==> config.mk <==
export PLATFORM = sky130hd
export DESIGN_NAME = pbch_dmrs_detector
export DESIGN_NICKNAME = d
export VERILOG_FILES = /design/src/hdl/pbch_pkg.sv /design/src/hdl/dmrs_generator.sv /design/src/hdl/gold_lfsr.sv /design/src/hdl/ibar_peak_search.sv /design/src/hdl/pbch_dmrs_detector.sv /design/src/hdl/pilot_correlator.sv
export VERILOG_INCLUDE_DIRS = /design/src /design/src/hdl
export SDC_FILE = /design/constraint.sdc
export NUM_CORES = 2
export LEC_CHECK = 0
export ABC_AREA = 0
export BUFFER_PORTS_ARGS = -buffer_cell sky130_fd_sc_hd__buf_2
export CAP_MARGIN = 25
export CORE_UTILIZATION = 35
export DETAILED_ROUTE_END_ITERATION = 7
export PLACE_DENSITY_LB_ADDON = 0.3
export SYNTH_ARGS = -nofsm -noshare
export SYNTH_HDL_FRONTEND = slang
export SYNTH_SLANG_ARGS = --single-unit
==> constraint.sdc <==
create_clock -name clk_i -period 5.99 [get_ports clk_i]
set_input_delay 0.599 -clock clk_i [delete_from_list [all_inputs] [get_ports clk_i]]
set_output_delay 0.599 -clock clk_i [all_outputs]
set_load 0.02 [all_outputs]
==> src/hdl/pbch_cfg.svh <==
`ifndef PBCH_CFG_SVH
`define PBCH_CFG_SVH

// bits per I or Q component
`define PBCH_IQ_DW          16
// subcarriers per PBCH symbol
`define PBCH_FFT_LEN        256
// number of ibar_SSB candidates
`define PBCH_NUM_IBAR       8
// pilot pairs kept per candidate, one symbol needs no more
`define PBCH_DMRS_PAIRS     64
`define PBCH_PILOT_SPACING  4

// Gold sequence, 38.211 section 5.2.1
`define PBCH_GOLD_NC        1600
`define PBCH_LFSR_LEN       31
// x1(n+31) = x1(n+3) + x1(n)
`define PBCH_X1_TAPS        31'h0000_0009
// x2(n+31) = x2(n+3) + x2(n+2) + x2(n+1) + x2(n)
`define PBCH_X2_TAPS        31'h0000_000F

`endif

==> src/hdl/pbch_pkg.sv <==
`default_nettype none

`include "pbch_cfg.svh"

package pbch_pkg;

    typedef struct packed {
        logic signed [`PBCH_IQ_DW-1:0] im;
        logic signed [`PBCH_IQ_DW-1:0] re;
    } iq_sample_t;

    typedef logic [9:0] n_id_t;
    typedef logic [$clog2(`PBCH_NUM_IBAR)-1:0] ibar_t;

    // one QPSK pilot, high bit c(2k), low bit c(2k+1)
    typedef logic [1:0] dmrs_pair_t;

    // pair at one pilot index for every candidate
    typedef dmrs_pair_t [`PBCH_NUM_IBAR-1:0] dmrs_row_t;

    typedef logic [$clog2(`PBCH_DMRS_PAIRS)-1:0] pilot_idx_t;

    // +-2 per pilot over 64 pilots gives +-128
    typedef logic signed [$clog2(2 * `PBCH_DMRS_PAIRS)+1:0] corr_t;

    typedef struct packed {
        corr_t [`PBCH_NUM_IBAR-1:0] dir;
        corr_t [`PBCH_NUM_IBAR-1:0] rot;
    } corr_bank_t;

endpackage

`default_nettype wire

==> src/hdl/dmrs_generator.sv <==
`timescale 1ns/1ns
`default_nettype none

`include "pbch_cfg.svh"

module dmrs_generator (
    input  logic                 clk_i,
    input  logic                 reset_ni,
    input  pbch_pkg::n_id_t      n_id_i,
    input  logic                 n_id_valid_i,
    input  pbch_pkg::pilot_idx_t rd_idx_i,
    output pbch_pkg::dmrs_row_t  row_o,
    output logic [1:0]           start_idx_o,
    output logic                 dmrs_ready_o
);

    import pbch_pkg::*;

    localparam int NUM     = `PBCH_NUM_IBAR;
    localparam int LEN     = `PBCH_LFSR_LEN;
    localparam int STORE_N = 2 * `PBCH_DMRS_PAIRS;
    localparam int PAIR_W  = $clog2(`PBCH_DMRS_PAIRS);
    localparam int CNT_W   = $clog2(`PBCH_GOLD_NC);

    // ST_DONE is also the state after reset, with ready still low
    typedef enum logic [1:0] {ST_DONE, ST_LOAD, ST_SKIP, ST_STORE} gen_state_t;

    gen_state_t       state_q;
    logic [CNT_W-1:0] cnt_q;
    logic             ready_q;
    n_id_t            n_id_q;
    logic             lfsr_load;
    logic             x1_bit;
    logic [NUM-1:0]   x2_bit;
    logic [NUM-1:0]   c_bit;
    logic [NUM-1:0]   hi_q;
    dmrs_row_t        row_wr;
    dmrs_row_t        mem_q [`PBCH_DMRS_PAIRS];

    assign lfsr_load = (state_q == ST_LOAD);

    // x1 starts from x1(0) = 1, shared by all candidates
    gold_lfsr #(
        .TAPS(`PBCH_X1_TAPS)
    ) x1_i (
        .clk_i   (clk_i),
        .reset_ni(reset_ni),
        .load_i  (lfsr_load),
        .init_i  (LEN'(1)),
        .bit_o   (x1_bit)
    );

    for (genvar g = 0; g < NUM; g++) begin : g_x2
        localparam int unsigned IBAR_P1 = g + 1;

        logic [LEN-1:0] c_init;

        // c_init = (ibar+1)(N_id/4+1) 2^11 + (ibar+1) 2^6 + N_id mod 4
        assign c_init = LEN'(((IBAR_P1 * (n_id_q[9:2] + 32'd1)) << 11)
                             + (IBAR_P1 << 6) + n_id_q[1:0]);

        gold_lfsr #(
            .TAPS(`PBCH_X2_TAPS)
        ) x2_i (
            .clk_i   (clk_i),
            .reset_ni(reset_ni),
            .load_i  (lfsr_load),
            .init_i  (c_init),
            .bit_o   (x2_bit[g])
        );
    end

    assign c_bit = {NUM{x1_bit}} ^ x2_bit;

    // odd bit completes the pair, write the whole row at once
    always_comb begin
        for (int c = 0; c < NUM; c++) begin
            row_wr[c] = {hi_q[c], c_bit[c]};
        end
    end

    always_ff @(posedge clk_i) begin
        if (!reset_ni) begin
            state_q <= ST_DONE;
            cnt_q   <= '0;
            ready_q <= 1'b0;
            n_id_q  <= '0;
        end else if (n_id_valid_i) begin
            // a new cell restarts generation from any state
            state_q <= ST_LOAD;
            cnt_q   <= '0;
            ready_q <= 1'b0;
            n_id_q  <= n_id_i;
        end else begin
            case (state_q)
                ST_LOAD: begin
                    state_q <= ST_SKIP;
                    cnt_q   <= '0;
                end
                ST_SKIP: begin
                    if (cnt_q == CNT_W'(`PBCH_GOLD_NC - 1)) begin
                        state_q <= ST_STORE;
                        cnt_q   <= '0;
                    end else begin
                        cnt_q <= cnt_q + 1'b1;
                    end
                end
                ST_STORE: begin
                    if (cnt_q == CNT_W'(STORE_N - 1)) begin
                        state_q <= ST_DONE;
                        ready_q <= 1'b1;
                    end
                    cnt_q <= cnt_q + 1'b1;
                end
                default: begin
                    // hold until the next strobe
                    cnt_q <= '0;
                end
            endcase
        end
    end

    always_ff @(posedge clk_i) begin
        if (state_q == ST_STORE) begin
            if (!cnt_q[0]) begin
                hi_q <= c_bit;
            end else begin
                mem_q[cnt_q[PAIR_W:1]] <= row_wr;
            end
        end
    end

    assign row_o        = mem_q[rd_idx_i];
    assign start_idx_o  = n_id_q[1:0];
    assign dmrs_ready_o = ready_q;

endmodule

`default_nettype wire

==> src/hdl/gold_lfsr.sv <==
`timescale 1ns/1ns
`default_nettype none

`include "pbch_cfg.svh"

module gold_lfsr #(
    parameter logic [`PBCH_LFSR_LEN-1:0] TAPS = `PBCH_X1_TAPS
) (
    input  logic                      clk_i,
    input  logic                      reset_ni,
    input  logic                      load_i,
    input  logic [`PBCH_LFSR_LEN-1:0] init_i,
    output logic                      bit_o
);

    // state_q[i] holds x(n+i), bit 0 leaves first
    logic [`PBCH_LFSR_LEN-1:0] state_q;
    logic                      feedback;

    assign feedback = ^(state_q & TAPS);
    assign bit_o    = state_q[0];

    always_ff @(posedge clk_i) begin
        if (!reset_ni) begin
            state_q <= '0;
        end else if (load_i) begin
            state_q <= init_i;
        end else begin
            state_q <= {feedback, state_q[`PBCH_LFSR_LEN-1:1]};
        end
    end

endmodule

`default_nettype wire

==> src/hdl/ibar_peak_search.sv <==
`timescale 1ns/1ns
`default_nettype none

`include "pbch_cfg.svh"

module ibar_peak_search (
    input  logic                 clk_i,
    input  logic                 reset_ni,
    input  pbch_pkg::corr_bank_t corr_bank_i,
    input  logic                 corr_done_i,
    output pbch_pkg::ibar_t      ibar_o,
    output logic                 ibar_valid_o
);

    import pbch_pkg::*;

    // |corr| reaches 128, the sign bit is not needed
    localparam int MAG_W = $bits(corr_t) - 1;

    typedef logic [MAG_W-1:0] mag_t;

    logic  busy_q;
    logic  fin_q;
    ibar_t cand_q;
    ibar_t best_idx_q;
    mag_t  best_mag_q;
    mag_t  mag_dir;
    mag_t  mag_rot;
    mag_t  mag_cand;

    function automatic mag_t abs_corr(corr_t value);
        corr_t pos;
        pos = (value < 0) ? -value : value;
        return pos[MAG_W-1:0];
    endfunction

    assign mag_dir  = abs_corr(corr_bank_i.dir[cand_q]);
    assign mag_rot  = abs_corr(corr_bank_i.rot[cand_q]);
    assign mag_cand = (mag_rot > mag_dir) ? mag_rot : mag_dir;

    always_ff @(posedge clk_i) begin
        if (!reset_ni) begin
            busy_q       <= 1'b0;
            fin_q        <= 1'b0;
            cand_q       <= '0;
            ibar_o       <= '0;
            ibar_valid_o <= 1'b0;
        end else begin
            fin_q        <= 1'b0;
            ibar_valid_o <= fin_q;
            if (fin_q) begin
                ibar_o <= best_idx_q;
            end
            if (corr_done_i) begin
                busy_q <= 1'b1;
                cand_q <= '0;
            end else if (busy_q) begin
                cand_q <= cand_q + 1'b1;
                if (cand_q == ibar_t'(`PBCH_NUM_IBAR - 1)) begin
                    busy_q <= 1'b0;
                    fin_q  <= 1'b1;
                end
            end
        end
    end

    // strictly greater, so ties keep the lower index
    always_ff @(posedge clk_i) begin
        if (corr_done_i) begin
            best_mag_q <= '0;
            best_idx_q <= '0;
        end else if (busy_q && (mag_cand > best_mag_q)) begin
            best_mag_q <= mag_cand;
            best_idx_q <= cand_q;
        end
    end

endmodule

`default_nettype wire

==> src/hdl/pbch_dmrs_detector.sv <==
`timescale 1ns/1ns
`default_nettype none

module pbch_dmrs_detector (
    input  logic                 clk_i,
    input  logic                 reset_ni,
    input  pbch_pkg::iq_sample_t sample_i,
    input  logic                 sample_valid_i,
    input  logic                 sym_start_i,
    input  pbch_pkg::n_id_t      n_id_i,
    input  logic                 n_id_valid_i,
    output logic                 dmrs_ready_o,
    output pbch_pkg::ibar_t      ibar_o,
    output logic                 ibar_valid_o
);

    import pbch_pkg::*;

    dmrs_row_t  dmrs_row;
    pilot_idx_t rd_idx;
    logic [1:0] start_idx;
    corr_bank_t corr_bank;
    logic       corr_done;

    dmrs_generator gen_i (
        .clk_i       (clk_i),
        .reset_ni    (reset_ni),
        .n_id_i      (n_id_i),
        .n_id_valid_i(n_id_valid_i),
        .rd_idx_i    (rd_idx),
        .row_o       (dmrs_row),
        .start_idx_o (start_idx),
        .dmrs_ready_o(dmrs_ready_o)
    );

    pilot_correlator corr_i (
        .clk_i         (clk_i),
        .reset_ni      (reset_ni),
        .sample_i      (sample_i),
        .sample_valid_i(sample_valid_i),
        .sym_start_i   (sym_start_i),
        .dmrs_ready_i  (dmrs_ready_o),
        .start_idx_i   (start_idx),
        .row_i         (dmrs_row),
        .rd_idx_o      (rd_idx),
        .corr_bank_o   (corr_bank),
        .corr_done_o   (corr_done)
    );

    ibar_peak_search peak_i (
        .clk_i       (clk_i),
        .reset_ni    (reset_ni),
        .corr_bank_i (corr_bank),
        .corr_done_i (corr_done),
        .ibar_o      (ibar_o),
        .ibar_valid_o(ibar_valid_o)
    );

endmodule

`default_nettype wire

==> src/hdl/pilot_correlator.sv <==
`timescale 1ns/1ns
`default_nettype none

`include "pbch_cfg.svh"

module pilot_correlator (
    input  logic                 clk_i,
    input  logic                 reset_ni,
    input  pbch_pkg::iq_sample_t sample_i,
    input  logic                 sample_valid_i,
    input  logic                 sym_start_i,
    input  logic                 dmrs_ready_i,
    input  logic [1:0]           start_idx_i,
    input  pbch_pkg::dmrs_row_t  row_i,
    output pbch_pkg::pilot_idx_t rd_idx_o,
    output pbch_pkg::corr_bank_t corr_bank_o,
    output logic                 corr_done_o
);

    import pbch_pkg::*;

    localparam int SC_W = $clog2(`PBCH_FFT_LEN);
    localparam int SP_W = $clog2(`PBCH_PILOT_SPACING);
    localparam int MSB  = `PBCH_IQ_DW - 1;

    typedef enum logic {ST_IDLE, ST_ACTIVE} corr_state_t;

    corr_state_t     state_q;
    logic [SC_W-1:0] sc_q;
    pilot_idx_t      pilot_q;
    corr_bank_t      bank_q;
    corr_bank_t      bank_d;
    logic            done_q;
    logic            first;
    logic            accept;
    logic            is_pilot;
    logic            last;
    dmrs_pair_t      demod;
    dmrs_pair_t      demod_rot;

    // +1 per matching bit, -1 per differing bit
    function automatic corr_t pair_score(dmrs_pair_t ref_pair, dmrs_pair_t rx);
        corr_t score;
        score = '0;
        for (int b = 0; b < 2; b++) begin
            if (ref_pair[b] == rx[b]) begin
                score = score + corr_t'(1);
            end else begin
                score = score - corr_t'(1);
            end
        end
        return score;
    endfunction

    // hard QPSK decision from the sign bits
    assign demod     = {sample_i.re[MSB], sample_i.im[MSB]};
    // same decision after a 90 degree rotation
    assign demod_rot = {~sample_i.im[MSB], sample_i.re[MSB]};

    // sc_q stays 0 while idle, so the marker sample is subcarrier 0
    assign first    = (state_q == ST_IDLE);
    assign accept   = sample_valid_i && dmrs_ready_i && (sym_start_i || !first);
    assign is_pilot = (sc_q[SP_W-1:0] == start_idx_i);
    assign last     = (sc_q == SC_W'(`PBCH_FFT_LEN - 1));

    always_comb begin
        bank_d = first ? '0 : bank_q;
        if (is_pilot) begin
            for (int c = 0; c < `PBCH_NUM_IBAR; c++) begin
                bank_d.dir[c] = bank_d.dir[c] + pair_score(row_i[c], demod);
                bank_d.rot[c] = bank_d.rot[c] + pair_score(row_i[c], demod_rot);
            end
        end
    end

    always_ff @(posedge clk_i) begin
        if (!reset_ni) begin
            state_q <= ST_IDLE;
            sc_q    <= '0;
            pilot_q <= '0;
            done_q  <= 1'b0;
        end else begin
            done_q <= 1'b0;
            if (!first && !dmrs_ready_i) begin
                // pilots are being regenerated, drop this symbol
                state_q <= ST_IDLE;
                sc_q    <= '0;
                pilot_q <= '0;
            end else if (accept) begin
                if (last) begin
                    state_q <= ST_IDLE;
                    sc_q    <= '0;
                    pilot_q <= '0;
                    done_q  <= 1'b1;
                end else begin
                    state_q <= ST_ACTIVE;
                    sc_q    <= sc_q + 1'b1;
                    if (is_pilot) begin
                        pilot_q <= pilot_q + 1'b1;
                    end
                end
            end
        end
    end

    // held after the last subcarrier until the next marker
    always_ff @(posedge clk_i) begin
        if (accept) begin
            bank_q <= bank_d;
        end
    end

    assign rd_idx_o    = pilot_q;
    assign corr_bank_o = bank_q;
    assign corr_done_o = done_q;

endmodule

`default_nettype wire

# Word level (Yosys, flattened, before mapping)
# Memory sizes are Yosys's and may differ from the RTL's. A register that Yosys moved wholly into a read port is not among the register bits.
# Cells that the tools add are included.
[word_totals]
inputBits = 47
n_memories = 1
wordCells = 305
out_inout_bits = 5
ramBits = 1024
reg_bits = 491
[classes]
n_reduce_logical = 29
multipliers = 4
n_eq_ne = 44
n_mux = 102
bitwise = 6
addsub = 71
n_lt_le_gt_ge = 5
[memory_table]
columns = ["memory", "words", "word_bits", "rd", "rd_ports_with_merged_regs", "write_ports", "line_no", "rtl"]
rows = [
  ["gen_i.mem_q", 64, 16, 1, 1, 1, "dmrs_generator.sv:38", "dmrs_row_t mem_q [`PBCH_DMRS_PAIRS];"],
]
[op_table]
columns = ["operator", "n"]
rows = [
  ["$mux W9", 66],
  ["$mux W144", 2],
  ["$reduce_xor A31 Y1", 9],
  ["$add A31 B2 Y31", 8],
  ["$mux W31", 8],
  ["$add A9 B2 Y9 const B", 16],
  ["$add A9 B9 Y9", 16],
  ["$sub A9 B2 Y9 const B", 16],
  ["$add A31 B9 Y31 const B", 4],
  ["$mul A3 B32 Y20 const A", 2],
  ["$add A31 B8 Y31 const B", 2],
  ["$bmux W9 S3", 2],
  ["$eq A1 B1 Y1", 32],
  ["$mul A2 B32 Y19 const A", 1],
  ["$mul A2 B32 Y20 const A", 1],
  ["$mux W8", 4],
  ["$add A31 B10 Y31 const B", 1],
  ["$add A31 B7 Y31 const B", 1],
  ["$mux W6", 4],
  ["$pmux W11 S2", 1],
  ["$lt A9 B1 Y1 const B", 2],
  ["$gt A8 B8 Y1", 2],
  ["$neg A8 Y8", 2],
  ["$add A11 B1 Y11 const B", 1],
  ["other kinds (30)", 58],
]

# Longest topological paths before layout
[depth]
ltp_word = 8
mapped_depth = 25
mapped_depth_nobuf = 20

# Cells and area by module
# Synthesis repeated with hierarchy kept, for this count alone.
[unflattened]
hier_cells = 4415
hier_area_um2 = 68274.2
[by_module_without_submodules]
columns = ["mod", "cells_per_inst", "n_inst", "seq_area_each_um2", "area_each_um2"]
rows = [
  ["dmrs_generator", 1848, 1, 31470.2, 41517.3],
  ["pilot_correlator", 1326, 1, 4644.5, 13053.8],
  ["gold_lfsr at gen_i.g_x2[0].x2_i ...", 104, 8, 620.6, 1216.2],
  ["ibar_peak_search", 308, 1, 400.4, 2756.4],
  ["gold_lfsr at gen_i.x1_i", 101, 1, 620.6, 1217.4],
]

# Worst setup path before layout
# OpenSTA, ideal clock, no wires.
[synth_path]
path_kind = "register to register"
from = "register peak_i.cand_q[1]"
to = "register peak_i.best_idx_q[2]"
slack_ps = 307
synth_period_minus_slack_ps = 5683
t_arrival_ps = 5556
required_time_ps = 5862
setup_ps = 128
path_buffers = 6
stages_incl_launch_ff = 24
cell_sequence = "dfxtp_1 > buf_2 > buf_2 > buf_2 > buf_2 > mux4_2 > mux2i_1 > ha_1 > mux2_2 > o21ai_0 > ha_1 > nor2b_1 > o21ai_0 > a21oi_1 > o31ai_1 > clkbuf_1 > mux2i_1 > ha_1 > nand3_1 > o21ai_0 > a21oi_1 > clkbuf_1 > mux2i_1 > nor2_1"
[synth_between]
elab_chain_len = 8
word_cells_on_any_way = 14
cone_classes = "add/sub: 2; order compare: 4; mux: 7; reduce/logical: 1"
[synth_lines]
columns = ["element", "line_no", "rtl"]
rows = [
  ["start: declaration", "ibar_peak_search.sv:24", "ibar_t cand_q;"],
  ["start signal: assignment", "ibar_peak_search.sv:58", "cand_q <= cand_q + 1'b1;"],
  ["$bmux W9 S3, on equally long branches", "ibar_peak_search.sv:38, ibar_peak_search.sv:37", ""],
  ["$mux W9, on equally long branches", "ibar_peak_search.sv:38, ibar_peak_search.sv:37", ""],
  ["$neg A8 Y8 / $lt A9 B1 Y1 (equally long branches)", "ibar_peak_search.sv:33", "pos = (value < 0) ? -value : value;"],
  ["$mux W8", "ibar_peak_search.sv:33", ""],
  ["$gt A8 B8 Y1", "ibar_peak_search.sv:39", "assign mag_cand = (mag_rot > mag_dir) ? mag_rot : mag_dir;"],
  ["$mux W8 (*)", "ibar_peak_search.sv:39", ""],
  ["named net peak_i.mag_cand[7]", "ibar_peak_search.sv:29", "mag_t mag_cand;"],
  ["$gt A8 B8 Y1 (*)", "ibar_peak_search.sv:72", "end else if (busy_q && (mag_cand > best_mag_q)) begin"],
  ["$logic_and A1 B1 Y1 (*)", "ibar_peak_search.sv:72", ""],
  ["end signal: assignment", "ibar_peak_search.sv:74", "best_idx_q <= cand_q;"],
  ["end: declaration", "ibar_peak_search.sv:25", "ibar_t best_idx_q;"],
]
# Mark *: on every way through the listed nets, which the timed path passes. The rest lies on a longest branch. The select of a mux whose other input is x is not followed.
# A chain may end at the register's enable or synchronous reset.

==> results.cfg <==
[outcome]
status = finished, final reports clean

[hold_path]
holdCritPathClass = input port to flop
hold_path_depth = 3
min_to = gen_i.n_id_q[3]
hold_start = n_id_i[3]

[placed_design]
post-dp-hpwl_um = 84400
dp_cells = 6383
io_buffers = 21
place_congestion = 0.775

[final_layout]
insertedDiodeCount = 0
layoutNonFillerInstCount = 6677
area_delta_synth_final_pct = 14.5
layout-drive-gt1-share_pct = 20.0
final_nets = 4434

[synth]
synth_area_leaders = edfxtp_1 (54%), mux4_2 (12%), dfxtp_1 (11%)
ys.flop_type = edfxtp_1
synth-edff-count = 1160
netlist.area_leader.share_pct = 54.3
yosysSeqAreaShare_pct = 65.1
synthArstFlopShare_pct = 0
synth_cell_types = 55
synthesis.area_mm2 = 0.0641
synth.net_count = 4296
syn_area_per_cell_um2 = 15.9
synth.largest_area_cell = edfxtp_1
ys_ff_latch = 1504
synth_cells = 4039
yosys_warnings = 0

[sta]
whs_ps = 80.8
slew_headroom_pct = 33.5
hold_viol_final = 0
min_period_ps = 5530
finalCritPeriodShare_pct = 92.3
fin_tns_setup_ps = 0
skew_ps = 53.3
fmax_ghz = 0.181
setup_viol = 0
rsz0062_at_grt = no
slew_viol_final = 0
tightestPinTransition_ps = 998

[global_route]
grt_remaining_overflow = 0
antenna_found_initial = 4
first_global_vias = 34500
grt_start_max_net_pins = 124
grt_pass1_wl_um = 217000
track_usage_pct = 15.6

[cts]
clkTransAtPathRegs_ps = 60
ctsHoldBuffers = 0
cts_made_buffers = 159
cts_root_buf = clkbuf_16
tritoncts = done
clock_sinks = 1504
clock_latency_ps = 780
htree_levels = 4
clock_path_buffers = 3
cts_resized = 0
cts_setup_buffers = 0

[routing]
totalWireLength_um = 145000
drtPass1Iterations = 5
vias = 33900
avgViaCountPerCell = 5.08
route.detailed.drc = 0
drt_iter0_drc = 2521
wl_per_cell_um = 21.7
ant_nets = 0

[die]
start_util_pct = 35.4
die_w_um = 430
core-area_mm2 = 0.181
io_pins = 52
rows = 156
die_h_um = 430
die-area_mm2 = 0.185

[worst_setup_path]
slowest_stage = dfxtp_4
r2r_cells = 16
cp_cell_sequence = buf_12, mux4_2, mux4_2, mux2i_1, nor2_1, a21oi_2, xnor2_1, ha_1, buf_4, ha_1, a21oi_1, o21bai_1, a2111oi_0, or3_1, mux2i_1, xnor2_1
crit_arrival_ps = 6050
crit_type = flop to flop
max_stage_delay_ps = 710
reg2reg_slack_ps = 460
r2r_end = corr_i.corr_bank_o[116]
cp-start-kind = flop
critPathRequiredTime_ps = 6510
critPathMaxFanout = 18
endpoint_kind = flop

[power]
power.total_uw = 21800
p_per_area_mw_per_mm2 = 296
ir_worst_vdd_mv = 0.223
leakage_uw = 0.0256

[job]
drv_cap = 0
## logic make-up after synthesis
group                      after synthesis  synth area share [%]
AOI/OAI and AO/OA                      415                  4.14
xor gates and xnor gates               212                  2.90
adders and majority gates              210                  4.40
buffers and inverters                  307                  1.91
DFF                                   1504                  65.1
muxes                                  491                  14.6
and+or+nand+nor                        900                  6.94
## where the power goes
part	total, µW	internal (µW)	switching, µW
Clock	9920	5760	4160
Sequential	11200	11200	21.5
Combinational	591	205	386
Total	21800	17200	4560
## layer usage
layer	global-route usage, %	vias up	share of wire, %
met5	0	-	0
met4	4.00	0	2.0
met3	3.08	170	5.3
met2	25.7	708	48
met1	21.0	17400	44
li1	-	15700	-
## layout by cell type, fill, tap and decap left out, drive strengths merged, types with 15 or more instances in the layout
master	instances
a2111oi	16
a21boi	42
a21o	51
a21oi	121
and2	125
and3	172
buf	188
bufinv	15
clkbuf	221
clkinv	51
dfxtp	344
edfxtp	1160
fa	26
ha	184
inv	99
mux2	59
mux2i	80
mux4	352
nand2	208
nand3	21
nor2	252
nor2b	30
nor3	21
o21a	21
o21ai	98
o21bai	36
or3	34
xnor2	136
xor2	76
## layout make-up
cell class	count	area, µm²
repair buffers	188	1650
clock inverters	70	983
flip-flops and latches	1504	41700
multi-input cells	2228	21400
clock buffers	221	4330
inverters	96	365
well taps	2370	2970
fillers	16300	108000
## metrics by stage
stage / instance area (µm²) / util [%] / setup slack, ps
2_1_floorplan: 64100 / - / 307
3_3_place_gp: 68000 / 37.5 / 502
3_5_place_dp: 68000 / 37.5 / 537
4_1_cts: 73300 / 40.4 / 481
5_1_grt: 73400 / 40.5 / 164
6_report: 73400 / 40.5 / 458
## Yosys cell counts (all sizes together) (2+ instances only)
| cell type | count |
|---|---|
| a211oi | 5 |
| a21o | 51 |
| edfxtp | 1160 |
| a22o | 2 |
| nand2b | 7 |
| xnor2 | 136 |
| nor4 | 7 |
| nor2b | 30 |
| a21boi | 42 |
| nand4 | 7 |
| nor2 | 252 |
| o21bai | 36 |
| a21oi | 121 |
| mux4 | 352 |
| nand3 | 21 |
| clkbuf | 146 |
| dfxtp | 344 |
| o21ai | 98 |
| inv | 95 |
| buf | 65 |
| a2111oi | 16 |
| and3 | 172 |
| or3 | 34 |
| mux2i | 80 |
| and2 | 125 |
| a31oi | 3 |
| fa | 26 |
| nor3b | 6 |
| o31ai | 4 |
| mux2 | 59 |
| ha | 184 |
| nand2 | 208 |
| o21a | 21 |
| nor3 | 21 |
| o211ai | 6 |
| o211a | 2 |
| xor2 | 76 |
| a22oi | 2 |
| nand3b | 7 |
## worst max path at each step
stage               slack, ps                      end             start  cells after the start
floorplan                 310     peak_i.best_idx_q[2]  peak_i.cand_q[1]                     23
global placement          500     peak_i.best_mag_q[7]  peak_i.cand_q[0]                     21
detailed placement        540     peak_i.best_mag_q[7]  peak_i.cand_q[0]                     21
CTS                       480  corr_i.corr_bank_o[116]              flop                     16
global route              160     peak_i.best_mag_q[4]  peak_i.cand_q[0]                     21
finish                    460  corr_i.corr_bank_o[116]              flop                     16
## critical path, delay by kind of cell, from the launching register on
family / cells / cell delay, ps
AOI/OAI and AO/OA: 4 / 1190
xor gates and xnor gates: 2 / 260
adders and majority gates: 2 / 590
buffers and inverters: 2 / 430
muxes: 4 / 1790
and+or+nand+nor: 2 / 300
DFF: 1 / 710
## registers in the layout, summed over array words and instances (netlist names), named ones only
signal                   cells
peak_i.ibar_o                3
gen_i.state_q                2
gen_i.g_x2.x2_i.state_q    248
corr_i.corr_bank_o         128
peak_i.cand_q                3
peak_i.fin_q                 1
corr_i.sc_q                  8
corr_i.rd_idx_o              6
peak_i.best_idx_q            3
gen_i.hi_q                   8
gen_i.mem_q               1024
peak_i.busy_q                1
corr_i.state_q               1
peak_i.ibar_valid_o          1
gen_i.x1_i.state_q          31
gen_i.cnt_q                 11
peak_i.best_mag_q            7
gen_i.dmrs_ready_o           1
corr_i.corr_done_o           1
gen_i.n_id_q                10
Note: power is estimated with default switching activity, not from simulation.
